<file path="src/logic/eeprom_pkg.sv">
package eeprom_pkg;

    // 24C16 style array, 2k x 8
    localparam int ADDR_W = 11;
    localparam int DATA_W = 8;

    // device type code, first nibble of every control byte
    localparam logic [3:0] DEV_CODE = 4'b1010;

    // commands from the sequencer to the bit engine
    typedef enum logic [1:0] {
        CMD_START = 2'd0, // start or repeated start
        CMD_STOP  = 2'd1,
        CMD_WRITE = 2'd2, // byte out, ack sampled in slot 9
        CMD_READ  = 2'd3  // byte in, not-ack sent in slot 9
    } i2c_cmd_t;

endpackage

</file>
<file path="src/logic/i2c_bit_engine.sv">
`timescale 1ns/1ps

module i2c_bit_engine #(
    parameter int SCL_HALF_CYCLES = 4
) (
    input  logic                          CLK,
    input  logic                          RESET,
    input  logic                          cmd_valid,
    input  eeprom_pkg::i2c_cmd_t          cmd,
    input  logic [eeprom_pkg::DATA_W-1:0] cmd_byte,
    input  logic                          sda_in,
    output logic                          scl,
    output logic                          sda_low,
    output logic                          cmd_done,
    output logic [eeprom_pkg::DATA_W-1:0] rx_byte,
    output logic                          nack
);
    import eeprom_pkg::*;

    localparam int CNT_W = $clog2(SCL_HALF_CYCLES);
    localparam logic [CNT_W-1:0] LAST_CNT = CNT_W'(SCL_HALF_CYCLES - 1);
    localparam logic [CNT_W-1:0] MID_CNT  = CNT_W'(SCL_HALF_CYCLES / 2 - 1);

    typedef enum logic [2:0] {
        PH_IDLE,
        PH_HEAD,   // start condition
        PH_STOP,
        PH_SH8OUT, // byte write plus ack slot
        PH_SH8IN   // byte read plus not-ack slot
    } phase_t;

    phase_t            phase;
    logic              high_half; // second half of a slot, scl high
    logic [CNT_W-1:0]  hcnt;
    logic [3:0]        bitcnt;    // 0..7 data, 8 ack
    logic [DATA_W-1:0] shreg;

    logic half_end;
    logic slot_end;
    logic low_start;
    logic mid_high;
    logic ack_slot;
    logic last_slot;

    assign half_end  = (phase != PH_IDLE) && (hcnt == LAST_CNT);
    assign slot_end  = half_end && high_half;
    assign low_start = (phase != PH_IDLE) && !high_half && (hcnt == '0);
    assign mid_high  = high_half && (hcnt == MID_CNT);
    assign ack_slot  = (bitcnt == 4'd8);
    assign last_slot = (phase == PH_HEAD) || (phase == PH_STOP) || ack_slot;

    always_ff @(posedge CLK)
    begin
        if (RESET)
        begin
            phase     <= PH_IDLE;
            high_half <= 1'b0;
            hcnt      <= '0;
            bitcnt    <= '0;
            scl       <= 1'b1;
            sda_low   <= 1'b0;
            cmd_done  <= 1'b0;
        end
        else
        begin
            cmd_done <= 1'b0;
            if (phase == PH_IDLE)
            begin
                if (cmd_valid)
                begin
                    case (cmd)
                        CMD_START: phase <= PH_HEAD;
                        CMD_STOP:  phase <= PH_STOP;
                        CMD_WRITE: phase <= PH_SH8OUT;
                        default:   phase <= PH_SH8IN;
                    endcase
                    high_half <= 1'b0;
                    hcnt      <= '0;
                    bitcnt    <= '0;
                    scl       <= 1'b0; // every command opens with scl low
                end
            end
            else
            begin
                hcnt <= half_end ? '0 : hcnt + 1'b1;
                if (half_end && !high_half)
                begin
                    high_half <= 1'b1;
                    scl       <= 1'b1;
                end
                else if (slot_end)
                begin
                    high_half <= 1'b0;
                    if (last_slot)
                    begin
                        phase    <= PH_IDLE;
                        cmd_done <= 1'b1; // scl left high
                    end
                    else
                    begin
                        bitcnt <= bitcnt + 4'd1;
                        scl    <= 1'b0;
                    end
                end

                // data moves one clock after scl falls
                if (low_start)
                begin
                    case (phase)
                        PH_HEAD:   sda_low <= 1'b0;
                        PH_STOP:   sda_low <= 1'b1;
                        PH_SH8OUT: sda_low <= !ack_slot && !shreg[DATA_W-1];
                        default:   sda_low <= 1'b0; // release, incl. the not-ack
                    endcase
                end
                else if (mid_high && phase == PH_HEAD)
                    sda_low <= 1'b1; // sda falls, scl high
                else if (mid_high && phase == PH_STOP)
                    sda_low <= 1'b0; // sda rises, scl high
            end
        end
    end

    always_ff @(posedge CLK)
    begin
        if (phase == PH_IDLE && cmd_valid)
            shreg <= cmd_byte;
        else if (slot_end && !ack_slot && (phase == PH_SH8OUT || phase == PH_SH8IN))
            shreg <= {shreg[DATA_W-2:0], sda_in}; // msb first
        if (slot_end && ack_slot)
        begin
            if (phase == PH_SH8OUT)
                nack <= sda_in;
            if (phase == PH_SH8IN)
                rx_byte <= shreg;
        end
    end

    // scl high inside a byte means the data bit is already settled
    property p_sda_stable_scl_high;
        @(posedge CLK) disable iff (RESET)
            (scl && (phase == PH_SH8OUT || phase == PH_SH8IN)) |=> $stable(sda_low);
    endproperty

    a_sda_stable_scl_high: assert property (p_sda_stable_scl_high)
        else $error("sda_low changed while scl high inside a byte");

endmodule

</file>
<file path="src/logic/eeprom_sequencer.sv">
`timescale 1ns/1ps

module eeprom_sequencer (
    input  logic                          CLK,
    input  logic                          RESET,
    input  logic                          wr,
    input  logic                          rd,
    input  logic [eeprom_pkg::ADDR_W-1:0] addr,
    input  logic [eeprom_pkg::DATA_W-1:0] wdata,
    input  logic                          cmd_done,
    input  logic [eeprom_pkg::DATA_W-1:0] rx_byte,
    input  logic                          nack,
    output logic                          cmd_valid,
    output eeprom_pkg::i2c_cmd_t          cmd,
    output logic [eeprom_pkg::DATA_W-1:0] cmd_byte,
    output logic [eeprom_pkg::DATA_W-1:0] rdata,
    output logic                          ack,
    output logic                          ack_err,
    output logic                          busy
);
    import eeprom_pkg::*;

    // one-hot, named by the command issued on the next cmd_done
    localparam logic [8:0] IDLE       = 9'b0_0000_0001;
    localparam logic [8:0] CTRL_WRITE = 9'b0_0000_0010;
    localparam logic [8:0] ADDR_WRITE = 9'b0_0000_0100;
    localparam logic [8:0] DATA_WRITE = 9'b0_0000_1000;
    localparam logic [8:0] READ_START = 9'b0_0001_0000;
    localparam logic [8:0] CTRL_READ  = 9'b0_0010_0000;
    localparam logic [8:0] DATA_READ  = 9'b0_0100_0000;
    localparam logic [8:0] STOP       = 9'b0_1000_0000;
    localparam logic [8:0] ACKN       = 9'b1_0000_0000;

    logic [8:0]        state;
    logic              wf;        // 1 write, 0 random read
    logic              nack_seen;
    logic [ADDR_W-1:0] addr_q;
    logic [DATA_W-1:0] wdata_q;
    logic              byte_sent;
    logic [DATA_W-1:0] ctrl_wr;
    logic [DATA_W-1:0] ctrl_rd;

    assign ctrl_wr = {DEV_CODE, addr_q[ADDR_W-1:8], 1'b0};
    assign ctrl_rd = {DEV_CODE, addr_q[ADDR_W-1:8], 1'b1};

    // the command just finished was a byte write
    assign byte_sent = (state == ADDR_WRITE) || (state == DATA_WRITE) ||
                       (state == READ_START) || (state == DATA_READ)  ||
                       (state == STOP && wf);

    always_ff @(posedge CLK)
    begin
        if (RESET)
        begin
            state     <= IDLE;
            wf        <= 1'b0;
            nack_seen <= 1'b0;
            cmd_valid <= 1'b0;
            cmd       <= CMD_STOP;
            ack       <= 1'b0;
            ack_err   <= 1'b0;
            busy      <= 1'b0;
        end
        else
        begin
            cmd_valid <= 1'b0;
            ack       <= 1'b0;
            if (state == IDLE)
            begin
                if (wr || rd) // wr wins
                begin
                    wf        <= wr;
                    addr_q    <= addr;
                    wdata_q   <= wdata;
                    nack_seen <= 1'b0;
                    ack_err   <= 1'b0;
                    busy      <= 1'b1;
                    cmd_valid <= 1'b1;
                    cmd       <= CMD_START;
                    state     <= CTRL_WRITE;
                end
            end
            else if (cmd_done)
            begin
                cmd_valid <= 1'b1;
                if (byte_sent && nack)
                begin
                    // no ack from the slave, straight to stop
                    nack_seen <= 1'b1;
                    cmd       <= CMD_STOP;
                    state     <= ACKN;
                end
                else
                begin
                    case (state)
                        CTRL_WRITE:
                        begin
                            cmd      <= CMD_WRITE;
                            cmd_byte <= ctrl_wr;
                            state    <= ADDR_WRITE;
                        end
                        ADDR_WRITE:
                        begin
                            cmd      <= CMD_WRITE;
                            cmd_byte <= addr_q[7:0];
                            state    <= wf ? DATA_WRITE : READ_START;
                        end
                        DATA_WRITE:
                        begin
                            cmd      <= CMD_WRITE;
                            cmd_byte <= wdata_q;
                            state    <= STOP;
                        end
                        READ_START:
                        begin
                            cmd   <= CMD_START; // repeated start
                            state <= CTRL_READ;
                        end
                        CTRL_READ:
                        begin
                            cmd      <= CMD_WRITE;
                            cmd_byte <= ctrl_rd;
                            state    <= DATA_READ;
                        end
                        DATA_READ:
                        begin
                            cmd   <= CMD_READ;
                            state <= STOP;
                        end
                        STOP:
                        begin
                            cmd   <= CMD_STOP;
                            state <= ACKN;
                        end
                        ACKN:
                        begin
                            cmd_valid <= 1'b0;
                            ack       <= 1'b1;
                            ack_err   <= nack_seen;
                            busy      <= 1'b0;
                            state     <= IDLE;
                            if (!wf && !nack_seen)
                                rdata <= rx_byte;
                        end
                        default:
                        begin
                            cmd_valid <= 1'b0;
                            busy      <= 1'b0;
                            state     <= IDLE;
                        end
                    endcase
                end
            end
        end
    end

    // single outstanding command towards the bit engine
    a_cmd_valid_pulse: assert property (
        @(posedge CLK) disable iff (RESET) cmd_valid |=> !cmd_valid
    ) else $error("cmd_valid high in two consecutive cycles");

endmodule

</file>
<file path="src/logic/eeprom_i2c_top.sv">
`timescale 1ns/1ps

module eeprom_i2c_top #(
    parameter int SCL_HALF_CYCLES = 4 // clk cycles per scl half period
) (
    input  logic                          CLK,
    input  logic                          RESET,
    input  logic                          wr,
    input  logic                          rd,
    input  logic [eeprom_pkg::ADDR_W-1:0] addr,
    input  logic [eeprom_pkg::DATA_W-1:0] wdata,
    input  logic                          sda_in,
    output logic                          scl,
    output logic                          sda_low,
    output logic [eeprom_pkg::DATA_W-1:0] rdata,
    output logic                          ack,
    output logic                          ack_err,
    output logic                          busy
);
    import eeprom_pkg::*;

    logic              cmd_valid;
    i2c_cmd_t          cmd;
    logic [DATA_W-1:0] cmd_byte;
    logic              cmd_done;
    logic [DATA_W-1:0] rx_byte;
    logic              nack;

    eeprom_sequencer i_sequencer (
        .CLK       (CLK),
        .RESET     (RESET),
        .wr        (wr),
        .rd        (rd),
        .addr      (addr),
        .wdata     (wdata),
        .cmd_done  (cmd_done),
        .rx_byte   (rx_byte),
        .nack      (nack),
        .cmd_valid (cmd_valid),
        .cmd       (cmd),
        .cmd_byte  (cmd_byte),
        .rdata     (rdata),
        .ack       (ack),
        .ack_err   (ack_err),
        .busy      (busy)
    );

    i2c_bit_engine #(
        .SCL_HALF_CYCLES (SCL_HALF_CYCLES)
    ) i_bit_engine (
        .CLK       (CLK),
        .RESET     (RESET),
        .cmd_valid (cmd_valid),
        .cmd       (cmd),
        .cmd_byte  (cmd_byte),
        .sda_in    (sda_in),
        .scl       (scl),
        .sda_low   (sda_low),
        .cmd_done  (cmd_done),
        .rx_byte   (rx_byte),
        .nack      (nack)
    );

endmodule

</file>
<file path="config.mk">
export PLATFORM = sky130hd
export DESIGN_NAME = eeprom_i2c_top
export DESIGN_NICKNAME = d
export VERILOG_FILES = /design/src/logic/eeprom_pkg.sv /design/src/logic/i2c_bit_engine.sv /design/src/logic/eeprom_sequencer.sv /design/src/logic/eeprom_i2c_top.sv
export SDC_FILE = /design/constraint.sdc
export NUM_CORES = 1
export LEC_CHECK = 0
export BUFFER_PORTS_ARGS = -buffer_cell sky130_fd_sc_hd__buf_2
export CORE_MARGIN = 2
export CORE_UTILIZATION = 40
export CTS_CLUSTER_SIZE = 24
export DETAILED_ROUTE_END_ITERATION = 8
export GPL_TIMING_DRIVEN = 0
export PLACE_DENSITY_LB_ADDON = 0.3
export SLEW_MARGIN = 20
export SYNTH_ARGS = -nofsm -noshare
export SYNTH_HDL_FRONTEND = slang
export SYNTH_SLANG_ARGS = --single-unit
</file>
<file path="constraint.sdc">
create_clock -name CLK -period 7.2 [get_ports CLK]
set_input_delay 0 -clock CLK [delete_from_list [all_inputs] [get_ports CLK]]
set_output_delay 0 -clock CLK [all_outputs]
set_load 0.01 [all_outputs]
</file>
==> flow_summary.toml <==
[status]
status = "completed"

[route]
dr_total_vias = 2469
vias_per_cell = 5.00
wl_per_cell_um = 13.8
detail-route-antenna-nets = 0
first_iter_violations = 70
dr.pass1.iters = 4
remaining_drc_errors = 0
drt_wl_total_mm = 6.82

[sta]
setup_viol = 0
hold_ws_ps = 12.3
finalCritPeriodShare = 0.389
drv_slew = 0
timing.fmax_ghz = 0.357
worst_pin_slew_ps = 746
timing.slew.headroom = 0.499
fin_setup_tns_ps = 0
finalHoldViolations = 0
rsz0062_at_grt = "no"
skew_ps = 10.1
fin_crit_ps = 2800

[flow_run]
drv_cap = 0

[synth]
syn_area_mm2 = 0.00355
synthTopCellsByCount = "edfxtp_1 (52), nand2_1 (48), dfxtp_1 (30)"
synth_edf_count = 52
yosysTopAreaCell = "edfxtp_1"
syn_inst = 312
yosysMostFrequentCell = "edfxtp_1"
synth_cell_types = 54
yosys-top-cells-area = "edfxtp_1 (44%), dfxtp_1 (17%), nand2_1 (5.1%)"
syn_avg_cell_area_um2 = 11.4
yosysTopAreaCellShare = 0.440
ys_warn_count = 0
synth_seq_cells = 82
synthFlopType = "edfxtp_1"
yosysSeqAreaShare = 0.609
synthArstFlopShare = 0
syn_nets = 344

[grt]
grtUsageTotal = 0.148
first_global_vias = 2365
grt-ovfl-total = 0
grt_max_degree = 16
antenna_found_initial = 0
grt_pass1_wl_mm = 11.4

[die]
dieArea_mm2 = 0.00965
start_util = 0.409
rows = 34
chipHeight_um = 98.2
pin_count = 37
die-width_um = 98.2
coreArea_mm2 = 0.00868

[cells_and_area]
fin_cells = 494
drive_gt1_frac = 0.215
area_delta_synth_final_pct = 20.6
diodes = 0
final_util = 0.494
nNetsFinal = 413

[place]
hpwl_mm = 4.76
place_inst = 457
place_congestion = 0.832
port_buffers = 36

[clock_tree]
ctsResizeCount = 0
clock_sinks = 82
clk_pin_slew_ps = 90
cts_htree_levels = 3
clk_path_buf_depth = 2
clock_latency_ps = 360
clock_tree.root_cell = "clkbuf_8"
cts_tree = "built"
post_cts_buffers = 0
cts_buffers = 9

[min_path]
hold_end = "i_sequencer.wf"
min-delay-start = "rd"
min_path_type = "input pin to flop"
min_path_cells = 4

[setup_path]
reg2regPathDepth = 7
worstPathMaxFanout = 9
r2r_setup_slack_ps = 4400
rr_endpoint = "i_sequencer.rdata[3]"
cp_data_required_time_ps = 7190
worstSetupStartpointType = "flop"
endpoint_kind = "flop"
cp.arrival_ps = 2800
r2r_start = "i_sequencer.state[6]"
crit_type = "flop to flop"

[power_and_ir_drop]
ir_drop_v = 0.0000884
p_leak_nw = 1.58
finalPower_mw = 0.924
power.density_mw_per_mm2 = 216
==> logic make-up after synthesis <==
group	share of synthesized area
mux	0.00317
compound gates	0.109
fa+ha+maj	0.0282
simple gates	0.197
xor+xnor	0.0173
buf+inv	0.0370
flops	0.609
==> layout make-up <==
class,count,area (um2)
Timing Repair Buffer,58,402
Multi-Input combinational cell,203,1280
Buffer,14,82.6
Tap cell,108,135
Sequential cell,82,2160
Clock buffer,9,124
Clock inverter,7,53.8
Fill cell,801,4390
Inverter,13,48.8
==> cell usage in the layout (no fill, tap or decap), types with 8 or more instances in the layout <==
cell type	n
inv_1	13
dfxtp_1	30
clkbuf_8	9
edfxtp_1	52
ha_1	8
nor2_1	22
nor3_1	9
nand2_1	48
a21oi_1	17
dlygate4sd3_1	21
o21ai_0	10
buf_2	42
nand3_1	10
==> worst max-delay path: stages, from the launching register on <==
cell and delay, ps:
dfxtp_1 340, buf_6 140, and3b_1 190, o311ai_2 300
a221oi_2 180, nor3_4 340, nor4b_4 320, nor3b_2 650
==> flip-flops by register name (all words and copies together), names as in the netlist, 3 cells and up <==
register              cells
i_bit_engine.bitcnt       4
i_bit_engine.phase        3
i_bit_engine.rx_byte      8
i_bit_engine.shreg        8
i_sequencer.addr_q       11
i_sequencer.cmd_byte      8
i_sequencer.rdata         8
i_sequencer.state         9
i_sequencer.wdata_q       8
==> metal layers <==
layer,routed length (um),share of wire,up-vias,global-route usage
li1,-,-,1272,-
met1,3200,0.47,1131,0.186
met2,3230,0.47,58,0.241
met3,286,0.042,8,0.0494
met4,102,0.015,0,0.0527
met5,0,0,-,0
==> power breakdown <==
part | leakage (nW) | switching, mW | internal, mW | total, mW
clock network | 0.0839 | 0.173 | 0.127 | 0.300
registers | 0.720 | 0.0119 | 0.521 | 0.533
logic | 0.772 | 0.0533 | 0.0373 | 0.0906
==> how the worst max path moves through the flow <==
| stage | start | to | slack [ps] | cells after the start |
|---|---|---|---|---|
| after CTS | i_sequencer.state[7] | i_sequencer.cmd_byte[4] | 4370 | 6 |
| after global routing | i_sequencer.state[7] | i_sequencer.rdata[5] | 4200 | 7 |
| after detailed placement | i_sequencer.state[7] | i_sequencer.cmd_byte[6] | 4390 | 6 |
| after global placement | i_sequencer.state[7] | i_sequencer.rdata[4] | 4060 | 7 |
| final | i_sequencer.state[6] | i_sequencer.rdata[3] | 4400 | 7 |
| after floorplan | i_sequencer.state[6] | i_sequencer.rdata[0] | 4610 | 7 |
==> repair_timing <==
item | 4_1_cts | 5_1_grt
endpoints found under the hold margin | 22 | 0
hold buffers | 21 | 0
setup endpoints to repair | 0 | 0
==> metrics by stage <==
step | instance area (um2) | worst slack (ps)
after floorplan | 3550 | 4610
after global placement | 3870 | 4060
after detailed placement | 3890 | 4390
after CTS | 4280 | 4370
after global routing | 4280 | 4200
final | 4280 | 4400
(Power assumes the default switching activity.)
